[config.mk]
export PLATFORM = sky130hd
export DESIGN_NAME = modbus_slave_top
export DESIGN_NICKNAME = d
export VERILOG_FILES = /design/src/modbus_pkg.sv /design/src/holding_regs.sv /design/src/modbus_crc.sv /design/src/modbus_endpoint.sv /design/src/modbus_frame_timer.sv /design/src/modbus_slave_top.sv
export VERILOG_INCLUDE_DIRS = /design/src /design/src/src
export SDC_FILE = /design/constraint.sdc
export NUM_CORES = 1
export LEC_CHECK = 0
export BUFFER_PORTS_ARGS = -buffer_cell sky130_fd_sc_hd__buf_4
export CAP_MARGIN = 40
export CORE_MARGIN = 2
export CORE_UTILIZATION = 47
export DETAILED_ROUTE_END_ITERATION = 8
export PLACE_DENSITY = 0.62
export SETUP_SLACK_MARGIN = 0.05
export SLEW_MARGIN = 20
export SYNTH_ARGS = -nofsm -noshare
export SYNTH_HDL_FRONTEND = slang
export SYNTH_HIERARCHICAL = 1
export SYNTH_SLANG_ARGS = --single-unit
[constraint.sdc]
create_clock -name clk -period 5.31 [get_ports clk]
set_input_delay 0 -clock clk [delete_from_list [all_inputs] [get_ports clk]]
set_output_delay 0 -clock clk [all_outputs]
set_load 0.02 [all_outputs]
[src/modbus_macros.svh]
// ============================
// constants for the MODBUS RTU slave
// MB_TICK_DIV must be 2 or more
// MB_REG_WORDS must be a power of two
// codes are 8-bit sized literals
// ============================
`ifndef MODBUS_MACROS_SVH
`define MODBUS_MACROS_SVH

// inactivity countdown width, timeout is 2**bits-1 ticks
`define MB_TMO_BITS 8

// clk cycles per timeout tick
`define MB_TICK_DIV 4

// holding registers, at even byte addresses from 0
`define MB_REG_WORDS 32

`define MB_FN_READ  8'h03  // read holding registers
`define MB_FN_WRITE 8'h06  // write single register

`define MB_EXC_FUNC 8'h01  // illegal function
`define MB_EXC_DATA 8'h03  // illegal data value

`endif

[src/modbus_pkg.sv]
// ============================
// shared MODBUS types
// the function byte is read two ways,
// as a raw code or split into the
// exception flag and the 7-bit code
// ============================
package modbus_pkg;

  // one serial byte as seen on din and dout
  typedef logic [7:0] mb_byte_t;

  // register value or register address
  typedef logic [15:0] mb_word_t;

  // function byte split into its fields
  // replies with the top bit set are exceptions
  typedef struct packed {
    logic       is_exception;  // set in exception replies
    logic [6:0] code;          // function number
  } mb_func_s;

  // same 8 bits, either whole or split
  typedef union packed {
    mb_byte_t raw;    // byte as received or sent
    mb_func_s field;  // flag plus code
  } mb_func_u;

endpackage

[src/holding_regs.sv]
// ============================
// holding register file on the slave bus
// byte address, bit 0 ignored
// ack one cycle after valid rises
// unmapped reads give 0, writes dropped
// ============================
`timescale 1ns/1ns
`include "modbus_macros.svh"

module holding_regs (
  input  logic                 clk,
  input  logic                 reset,
  input  logic                 valid,    // request level
  input  logic                 iswrite,
  input  modbus_pkg::mb_word_t addr,
  input  modbus_pkg::mb_word_t wdata,
  output modbus_pkg::mb_word_t rdata,
  output logic                 ack       // one cycle pulse
);

  localparam int IDX_W = $clog2(`MB_REG_WORDS);

  modbus_pkg::mb_word_t regs [`MB_REG_WORDS];

  logic             req;       // first cycle of a request
  logic             in_range;
  logic [IDX_W-1:0] idx;

  assign req      = valid && !ack;  // ack cycle closes the request
  assign in_range = (addr[15:1] < 15'(`MB_REG_WORDS));
  assign idx      = addr[IDX_W:1];  // word index

  always_ff @(posedge clk) begin
    if (reset) begin
      ack <= 1'b0;
      for (int i = 0; i < `MB_REG_WORDS; i++)
        regs[i] <= '0;
    end else begin
      ack <= req;
      if (req && iswrite && in_range)
        regs[idx] <= wdata;
    end
  end

  always_ff @(posedge clk) begin
    if (req)
      rdata <= in_range ? regs[idx] : 16'h0000;  // old value on writes
  end

endmodule

[src/modbus_crc.sv]
// ============================
// MODBUS CRC-16, one byte per strobe
// poly 0xA001 reflected, preset 0xFFFF
// restart wins over strobe
// crc valid the cycle after strobe
// ============================
`timescale 1ns/1ns

module modbus_crc (
  input  logic                 clk,
  input  logic                 reset,
  input  logic                 restart,  // back to preset
  input  logic                 strobe,   // fold in data this cycle
  input  modbus_pkg::mb_byte_t data,
  output modbus_pkg::mb_word_t crc
);

  // eight shift steps of the reflected CRC
  function automatic modbus_pkg::mb_word_t crc_byte(input modbus_pkg::mb_word_t c,
                                                    input modbus_pkg::mb_byte_t d);
    modbus_pkg::mb_word_t r;
    int i;
    r = c ^ {8'h00, d};  // byte enters at the lsb end
    for (i = 0; i < 8; i++) begin
      if (r[0])
        r = (r >> 1) ^ 16'hA001;
      else
        r = r >> 1;
    end
    return r;
  endfunction

  always_ff @(posedge clk) begin
    if (reset || restart)
      crc <= 16'hFFFF;  // MODBUS preset
    else if (strobe)
      crc <= crc_byte(crc, data);
  end

endmodule

[src/modbus_endpoint.sv]
// ============================
// MODBUS RTU slave frame engine
// functions 0x03 and 0x06 only, rest get exception 0x01
// maddr must not be zero, address 0 is broadcast
// reply waits on the send/txbusy handshake, no time limit
// timeout applies while receiving and in hold-off only
// ============================
`timescale 1ns/1ns
`include "modbus_macros.svh"

module modbus_endpoint (
  input  logic                 clk,
  input  logic                 reset,
  input  logic [6:0]           maddr,        // own slave address
  input  modbus_pkg::mb_byte_t din,          // received byte
  input  logic                 ready,        // din valid pulse
  input  logic                 rxerr,        // bad frame pulse
  input  logic                 txbusy,       // transmitter working
  input  logic                 expired,      // inactivity timeout
  input  modbus_pkg::mb_word_t rdata,
  input  logic                 ack,
  output modbus_pkg::mb_byte_t dout,         // byte to transmit
  output logic                 send,
  output logic                 frame_start,  // to frame timer
  output logic                 busy,
  output logic                 valid,        // slave bus request level
  output logic                 iswrite,
  output modbus_pkg::mb_word_t addr,
  output modbus_pkg::mb_word_t wdata
);

  typedef enum logic [4:0] {
    S_IDLE, S_RX_FUNC, S_RX_ADDR_H, S_RX_ADDR_L, S_RX_WORD_H, S_RX_WORD_L,
    S_RX_CRC_L, S_RX_CRC_H, S_WR_BUS, S_TX_PREP, S_TX_ADDR, S_TX_FUNC,
    S_TX_EXC_FUNC, S_TX_EXC_CODE, S_TX_RD_CNT, S_RD_BUS, S_TX_RD_HI,
    S_TX_RD_LO, S_TX_WR_AH, S_TX_WR_AL, S_TX_WR_DH, S_TX_WR_DL,
    S_TX_CRC_L, S_TX_CRC_H, S_HOLDOFF
  } state_t;

  state_t state;
  state_t tx_next;               // state after the byte on offer

  logic                 to_bcast;    // address byte was 0
  logic                 to_me;       // address byte was maddr
  logic                 is_write;    // function 0x06
  logic                 hold_after;  // hold-off once the reply is out
  logic [6:0]           dcnt;        // words left to read
  modbus_pkg::mb_func_u func_q;      // received function
  modbus_pkg::mb_func_u rx_func;
  modbus_pkg::mb_func_u exc_func;
  modbus_pkg::mb_word_t addr_q;      // register address, bumps per read word
  modbus_pkg::mb_word_t word_q;      // count or write value
  modbus_pkg::mb_word_t rd_word;     // last word from the bus
  modbus_pkg::mb_byte_t except_q;    // 0 means no exception
  modbus_pkg::mb_byte_t crc_lo;      // received crc low byte
  modbus_pkg::mb_byte_t tx_byte;
  modbus_pkg::mb_byte_t crc_data;
  modbus_pkg::mb_word_t crc;

  logic rx_state;     // idle or parsing a request
  logic listen;       // states where the master's timeout counts
  logic rx_strobe;    // request byte goes into the crc
  logic known_func;
  logic crc_ok;
  logic crc_restart;
  logic crc_strobe;
  logic tx_want;      // current state has a byte to offer
  logic tx_go;        // byte handed to the transmitter now

  // shared crc, request bytes first, then the reply
  modbus_crc u_crc (
    .clk     (clk),
    .reset   (reset),
    .restart (crc_restart),
    .strobe  (crc_strobe),
    .data    (crc_data),
    .crc     (crc)
  );

  assign rx_state = (state inside {S_IDLE, S_RX_FUNC, S_RX_ADDR_H, S_RX_ADDR_L,
                                   S_RX_WORD_H, S_RX_WORD_L, S_RX_CRC_L, S_RX_CRC_H});
  assign listen   = rx_state || (state == S_HOLDOFF);

  // crc bytes themselves are never folded in
  assign rx_strobe = ready && !rxerr &&
                     (state inside {S_IDLE, S_RX_FUNC, S_RX_ADDR_H, S_RX_ADDR_L,
                                    S_RX_WORD_H, S_RX_WORD_L});

  assign rx_func.raw = din;
  assign known_func  = (rx_func.raw == `MB_FN_READ) || (rx_func.raw == `MB_FN_WRITE);
  assign crc_ok      = ({din, crc_lo} == crc);  // high byte arrives last

  // exception reply reuses the function with the top bit set
  always_comb begin
    exc_func                    = func_q;
    exc_func.field.is_exception = 1'b1;
  end

  assign crc_restart = ((state == S_IDLE) && !ready) || (state == S_TX_PREP);
  assign crc_strobe  = rx_strobe ||
                       (tx_go && (state != S_TX_CRC_L) && (state != S_TX_CRC_H));
  assign crc_data    = rx_strobe ? din : tx_byte;

  // reply byte and successor for each transmit state
  always_comb begin
    tx_want = 1'b1;
    tx_byte = 8'h00;
    tx_next = S_IDLE;
    case (state)
      S_TX_ADDR: begin
        tx_byte = {1'b0, maddr};
        tx_next = (except_q != 8'h00) ? S_TX_EXC_FUNC : S_TX_FUNC;
      end
      S_TX_FUNC: begin
        tx_byte = func_q.raw;
        tx_next = is_write ? S_TX_WR_AH : S_TX_RD_CNT;
      end
      S_TX_EXC_FUNC: begin
        tx_byte = exc_func.raw;
        tx_next = S_TX_EXC_CODE;
      end
      S_TX_EXC_CODE: begin
        tx_byte = except_q;
        tx_next = S_TX_CRC_L;
      end
      S_TX_RD_CNT: begin
        tx_byte = {word_q[6:0], 1'b0};  // bytes = 2 * words
        tx_next = (word_q[6:0] == 7'd0) ? S_TX_CRC_L : S_RD_BUS;
      end
      S_TX_RD_HI: begin
        tx_byte = rd_word[15:8];  // high byte first
        tx_next = S_TX_RD_LO;
      end
      S_TX_RD_LO: begin
        tx_byte = rd_word[7:0];
        tx_next = (dcnt == 7'd0) ? S_TX_CRC_L : S_RD_BUS;
      end
      S_TX_WR_AH: begin
        tx_byte = addr_q[15:8];
        tx_next = S_TX_WR_AL;
      end
      S_TX_WR_AL: begin
        tx_byte = addr_q[7:0];
        tx_next = S_TX_WR_DH;
      end
      S_TX_WR_DH: begin
        tx_byte = word_q[15:8];
        tx_next = S_TX_WR_DL;
      end
      S_TX_WR_DL: begin
        tx_byte = word_q[7:0];
        tx_next = S_TX_CRC_L;
      end
      S_TX_CRC_L: begin
        tx_byte = crc[7:0];  // crc is low byte first on the wire
        tx_next = S_TX_CRC_H;
      end
      S_TX_CRC_H: begin
        tx_byte = crc[15:8];
        tx_next = hold_after ? S_HOLDOFF : S_IDLE;
      end
      default: tx_want = 1'b0;
    endcase
  end

  // next byte only once the previous one was taken and the line is free
  assign tx_go = tx_want && !send && !txbusy;

  always_ff @(posedge clk) begin
    if (reset) begin
      state      <= S_IDLE;
      send       <= 1'b0;
      except_q   <= 8'h00;
      hold_after <= 1'b0;
    end else begin
      if (send && txbusy)
        send <= 1'b0;  // byte accepted
      if (tx_go)
        send <= 1'b1;

      if (rx_state && rxerr) begin
        state <= S_HOLDOFF;  // silent until the timeout
      end else if (listen && expired) begin
        state <= S_IDLE;
      end else if (rx_state && ready) begin
        case (state)
          S_IDLE: begin
            except_q   <= 8'h00;
            hold_after <= 1'b0;
            state      <= S_RX_FUNC;
          end
          S_RX_FUNC: begin
            if (known_func) begin
              state <= S_RX_ADDR_H;
            end else begin
              // frame length unknown, answer now and then ignore the rest
              except_q   <= `MB_EXC_FUNC;
              hold_after <= 1'b1;
              state      <= to_me ? S_TX_PREP : S_HOLDOFF;
            end
          end
          S_RX_ADDR_H: state <= S_RX_ADDR_L;
          S_RX_ADDR_L: begin
            if (din[0])
              except_q <= `MB_EXC_DATA;  // odd register address
            state <= S_RX_WORD_H;
          end
          S_RX_WORD_H: begin
            if (!is_write && (din != 8'h00))
              except_q <= `MB_EXC_DATA;  // count over 127
            state <= S_RX_WORD_L;
          end
          S_RX_WORD_L: begin
            if (!is_write && din[7])
              except_q <= `MB_EXC_DATA;
            state <= S_RX_CRC_L;
          end
          S_RX_CRC_L: state <= S_RX_CRC_H;
          S_RX_CRC_H: begin
            if (!crc_ok)
              state <= S_HOLDOFF;
            else if (!to_bcast && !to_me)
              state <= S_IDLE;  // other slave
            else if ((except_q == 8'h00) && is_write)
              state <= S_WR_BUS;  // broadcast writes too
            else
              state <= to_me ? S_TX_PREP : S_IDLE;  // no broadcast replies
          end
          default: state <= S_IDLE;
        endcase
      end else begin
        case (state)
          S_WR_BUS:  if (ack) state <= to_me ? S_TX_PREP : S_IDLE;
          S_RD_BUS:  if (ack) state <= S_TX_RD_HI;
          S_TX_PREP: state <= S_TX_ADDR;  // crc back to preset here
          default:   if (tx_go) state <= tx_next;
        endcase
      end
    end
  end

  // request fields and reply data
  always_ff @(posedge clk) begin
    if (tx_go)
      dout <= tx_byte;
    if ((state == S_RD_BUS) && ack) begin
      rd_word <= rdata;
      addr_q  <= addr_q + 16'd2;  // next word
      dcnt    <= dcnt - 7'd1;
    end
    if (ready) begin
      case (state)
        S_IDLE: begin
          to_bcast <= (din == 8'h00);
          to_me    <= (din == {1'b0, maddr});
        end
        S_RX_FUNC: begin
          func_q   <= rx_func;
          is_write <= (rx_func.raw == `MB_FN_WRITE);
        end
        S_RX_ADDR_H: addr_q[15:8] <= din;
        S_RX_ADDR_L: addr_q[7:0]  <= din;
        S_RX_WORD_H: word_q[15:8] <= din;
        S_RX_WORD_L: begin
          word_q[7:0] <= din;
          dcnt        <= din[6:0];  // read count, unused for writes
        end
        S_RX_CRC_L: crc_lo <= din;
        default: ;
      endcase
    end
  end

  assign frame_start = (state == S_IDLE) && (ready || rxerr);  // any byte opens a frame
  assign busy        = (state != S_IDLE);
  assign valid       = (state == S_RD_BUS) || (state == S_WR_BUS);  // drops after ack
  assign iswrite     = (state == S_WR_BUS);
  assign addr        = addr_q;
  assign wdata       = word_q;

endmodule

[src/modbus_frame_timer.sv]
// ============================
// inactivity timer for the endpoint
// tick every MB_TICK_DIV clk cycles
// expiry after 2**MB_TMO_BITS-1 ticks
// of busy with no new frame_start
// expired stays high while busy at zero
// ============================
`timescale 1ns/1ns
`include "modbus_macros.svh"

module modbus_frame_timer (
  input  logic clk,
  input  logic reset,
  input  logic frame_start,  // reload pulse, first byte of a frame
  input  logic busy,         // endpoint not idle
  output logic expired
);

  localparam int DIV_W = $clog2(`MB_TICK_DIV);

  logic [DIV_W-1:0]        pre;   // free running prescaler
  logic                    tick;
  logic [`MB_TMO_BITS-1:0] cnt;   // inactivity countdown

  assign tick = (pre == DIV_W'(`MB_TICK_DIV - 1));

  always_ff @(posedge clk) begin
    if (reset)
      pre <= '0;
    else if (tick)
      pre <= '0;
    else
      pre <= pre + 1'b1;
  end

  // loaded to all ones, counts down only while busy
  always_ff @(posedge clk) begin
    if (reset) begin
      cnt <= '1;
    end else if (frame_start) begin
      cnt <= '1;  // new frame restarts the window
    end else if (busy && tick && (cnt != '0)) begin
      cnt <= cnt - 1'b1;
    end
  end

  assign expired = busy && (cnt == '0);  // level, idle never expires

endmodule

[src/modbus_slave_top.sv]
// ============================
// MODBUS RTU slave, byte level
// byte receiver and transmitter are external
// maddr must be 1..127
// ============================
`timescale 1ns/1ns

module modbus_slave_top (
  input  logic                 clk,
  input  logic                 reset,
  input  logic [6:0]           maddr,
  input  modbus_pkg::mb_byte_t din,
  input  logic                 ready,
  input  logic                 rxerr,
  input  logic                 txbusy,
  output modbus_pkg::mb_byte_t dout,
  output logic                 send
);

  logic                 frame_start;
  logic                 busy;
  logic                 expired;
  logic                 valid;
  logic                 iswrite;
  logic                 ack;
  modbus_pkg::mb_word_t addr;
  modbus_pkg::mb_word_t wdata;
  modbus_pkg::mb_word_t rdata;

  modbus_endpoint u_endpoint (
    .clk         (clk),
    .reset       (reset),
    .maddr       (maddr),
    .din         (din),
    .ready       (ready),
    .rxerr       (rxerr),
    .txbusy      (txbusy),
    .expired     (expired),
    .rdata       (rdata),
    .ack         (ack),
    .dout        (dout),
    .send        (send),
    .frame_start (frame_start),
    .busy        (busy),
    .valid       (valid),
    .iswrite     (iswrite),
    .addr        (addr),
    .wdata       (wdata)
  );

  // inactivity timeout
  modbus_frame_timer u_timer (
    .clk         (clk),
    .reset       (reset),
    .frame_start (frame_start),
    .busy        (busy),
    .expired     (expired)
  );

  holding_regs u_regs (
    .clk     (clk),
    .reset   (reset),
    .valid   (valid),
    .iswrite (iswrite),
    .addr    (addr),
    .wdata   (wdata),
    .rdata   (rdata),
    .ack     (ack)
  );

endmodule
==> flow_metrics.env <==
export IMPL_status="completed"
export IMPL_synth_async_reset_ratio=0
export IMPL_overflow=0
export IMPL_fillers=5441
export IMPL_synth_area_top_cells="edfxtp_1, and2_1, mux2i_1"
export IMPL_drt_total_wl_um=88500
export IMPL_rows=94
export IMPL_cts_tree="done"
export IMPL_area_delta_synth_final_pct=11.4
export IMPL_hpwlAfterDp_um=56300
export IMPL_initial_utilization=0.473
export IMPL_powerDensity_nw_per_um2=398
export IMPL_place_congestion=0.918
export IMPL_cts_root_buffer="clkbuf_16"
export IMPL_synth_edf_count=588
export IMPL_vdd_drop_max_mv=0.227
export IMPL_synth_top_area_cell="edfxtp_1"
export IMPL_grt_pass1_vias=18800
export IMPL_yosys_warnings=6
export IMPL_cap_violations=0
export IMPL_min_path_type="input pin to flip-flop"
export IMPL_worst_pin_slew_ps=981
export IMPL_clk_pin_slew_ps=60
export IMPL_layout_nets=2406
export IMPL_post_synth_cell_area_avg_um2=13.0
export IMPL_preCtsSetupSlack_ps=1260
export IMPL_routedWlPerCell_um=26.8
export IMPL_dr_pass1_iters=7
export IMPL_fin_skew_ps=15.5
export IMPL_vias=19600
export IMPL_grt_first_pass_wirelength_um=128000
export IMPL_setup_viol=0
export IMPL_path_cells="and3_1 > nor2_1 > nor2_1 > and4bb_1 > nand3b_1 > nor3_2 > or2_2"
export IMPL_die_y_um=260
export IMPL_fmax_mhz=241
export IMPL_critPathMostFrequentCell="nor2_1"
export IMPL_min_period_over_period=0.781
export IMPL_endpoint_kind="flip-flop"
export IMPL_layout_setup_ws_ps=1160
export IMPL_insertion_delay_ps=610
export IMPL_hold_viol_final=0
export IMPL_grt_setup_unrepaired="false"
export IMPL_slowest_stage="dfxtp_1"
export IMPL_syn_nets=2405
export IMPL_grt_max_degree=98
export IMPL_antenna_found_initial=2
export IMPL_synth_most_common_cell="edfxtp_1"
export IMPL_relSlewSlack=0.340
export IMPL_worst_path_buf_inv=0
export IMPL_via_per_inst=5.93
export IMPL_path_delay_family="simple AND/OR/NAND/NOR gates"
export IMPL_ys_seq_area_frac=0.609
export IMPL_h_tree_depth=3
export IMPL_syn_cell_area_um2=30900
export IMPL_p_leak_nw=14.0
export IMPL_clockBufferDepth=3
export IMPL_worst_ep_required_time_ps=5580
export IMPL_maxSlewViolCount=0
export IMPL_antenna_cells=0
export IMPL_synth_cells=2380
export IMPL_ys_ff_latch=646
export IMPL_multiInputGateArea_um2=11100
export IMPL_ys_types=93
export IMPL_grt_use_total=0.262
export IMPL_dieArea_um2=67900
export IMPL_portBuffers=28
export IMPL_cts_sinks=646
export IMPL_numCtsBuffers=73
export IMPL_route_detailed_drc=0
export IMPL_critical_path_class="flip-flop to flip-flop"
export IMPL_layout_drive_gt1_share=0.127
export IMPL_seqCellArea_um2=18800
export IMPL_ant_nets=0
export IMPL_cpPeakStageDelay_ps=870
export IMPL_synthFlopType="edfxtp_1"
export IMPL_die_w_um=260
export IMPL_initialDrtViolationCount=1852
export IMPL_boundaryPins=29
export IMPL_worstPathMaxFanout=26
export IMPL_cp_start_kind="flip-flop"
export IMPL_setup_tns_ps=0
export IMPL_period_needed_ps=4150
export IMPL_yosys_area_top_type_share=0.571
export IMPL_arrival_ps=4410
export IMPL_coreArea_um2=65400
export IMPL_synth_common_cells="edfxtp_1, and2_1, mux2i_1"
## cells in the final DEF, fill, tap and decap left out, types with 8 or more instances in the layout
cell           count
buf_4             72
nor3_4            20
nor4_1            39
dlygate4sd3_1     20
or2_2             36
a22oi_1           19
edfxtp_1         588
nor3_1            16
clkinv_2          18
inv_1             15
o21ai_0           20
clkbuf_16         77
xnor2_1           36
nor3_2            12
nor2b_1            9
and2_1           519
clkinv_1          13
dfxtp_1           56
nand4_1            8
xor2_1            27
nor2_1            70
nand4bb_1          8
nand2_1           61
mux2i_1          272
a21o_1             9
o22ai_1          130
a211oi_1           8
and3_1             9
mux2_2             8
a21oi_1           46
nand3_1           22
clkbuf_1          12
## area by class of cell
class                      instances  area share
clock inverter                    41     0.00828
tap                              864      0.0314
sequential                       646       0.546
inverter                          16     0.00174
timing repair buffer             115      0.0305
multi-input combinational       1529       0.323
clock buffer                      93      0.0588
## kinds of logic (layout without fill, tap and decap cells)
logic type	Yosys count	in the layout	share of synthesized area
buf+inv	205	265	0.0315
compound gates	286	286	0.0626
simple gates	894	894	0.186
fa+ha+maj	5	5	0.00202
mux	280	280	0.0910
flops	646	646	0.609
xor+xnor	64	64	0.0187
## layer usage
layer / up-vias / track usage / share of wire
li1: 8752 / - / -
met2: 926 / 0.410 / 0.46
met1: 9714 / 0.365 / 0.42
met4: 0 / 0.107 / 0.043
met3: 200 / 0.0405 / 0.076
met5: - / 0 / 0
## worst paths after layout
| kind | from | endpoint | slack, ps | depth (start not counted) |
|---|---|---|---|---|
| max | u_endpoint/state[0]$_SDFFE_PP0P_ | u_regs/regs[3][0]$_SDFFCE_PN0P_ | 1160 | 7 |
| min | txbusy | u_endpoint/send$_SDFFE_PP0P_ | 150 | 3 |
| max reg2reg | u_endpoint/state[0]$_SDFFE_PP0P_ | u_regs/regs[3][0]$_SDFFCE_PN0P_ | 1160 | 7 |
| min reg2reg | u_regs/rdata[3]$_SDFFCE_PP0N_ | u_endpoint/rd_word[3]$_DFFE_PP_ | 420 | 0 |
## worst min-delay path, stage by stage
cell and delay, ps:
dlygate4sd3_1 530, buf_4 130, a211oi_1 50
## stage by stage
stage	hold WS, ps	instance area [µm²]	utilization	std cells	power (mW)
after detailed placement	206	31900	0.487	3143	8.86
final	150	34500	0.527	3304	13.7
after floorplan	71.1	30900	-	2380	8.07
after global routing	143	34500	0.527	3304	14.2
after global placement	194	31700	0.484	3128	8.80
after CTS	127	34400	0.526	3297	13.7
## where the power goes
group          internal [mW]  total (mW)  switching (mW)
Clock                   2.85        4.86            2.01
Sequential              5.86        6.20           0.340
Combinational           1.02        2.65            1.63
Total                   9.73        13.7            3.98
## repair_timing
item | 4_1_cts | 5_1_grt
hold buffers | 20 | 0
resized for setup | 0 | 0
setup endpoints to repair | 0 | 0
endpoints found under the hold margin | 86 | 0
buffers inserted | 0 | 0
## registers in the layout, indices dropped and copies added (netlist names), 2 cells and up
signal	flops
u_endpoint/func_q	8
u_endpoint/state	5
u_endpoint/u_crc/crc	16
u_endpoint/dcnt	7
u_endpoint/crc_lo	8
u_regs/regs	512
u_timer/pre	2
u_endpoint/except_q	2
u_endpoint/wdata	16
u_endpoint/dout	8
u_endpoint/rd_word	16
u_regs/rdata	16
u_timer/cnt	8
u_endpoint/addr	16
No activity file was read; power rests on OpenSTA's default activity.
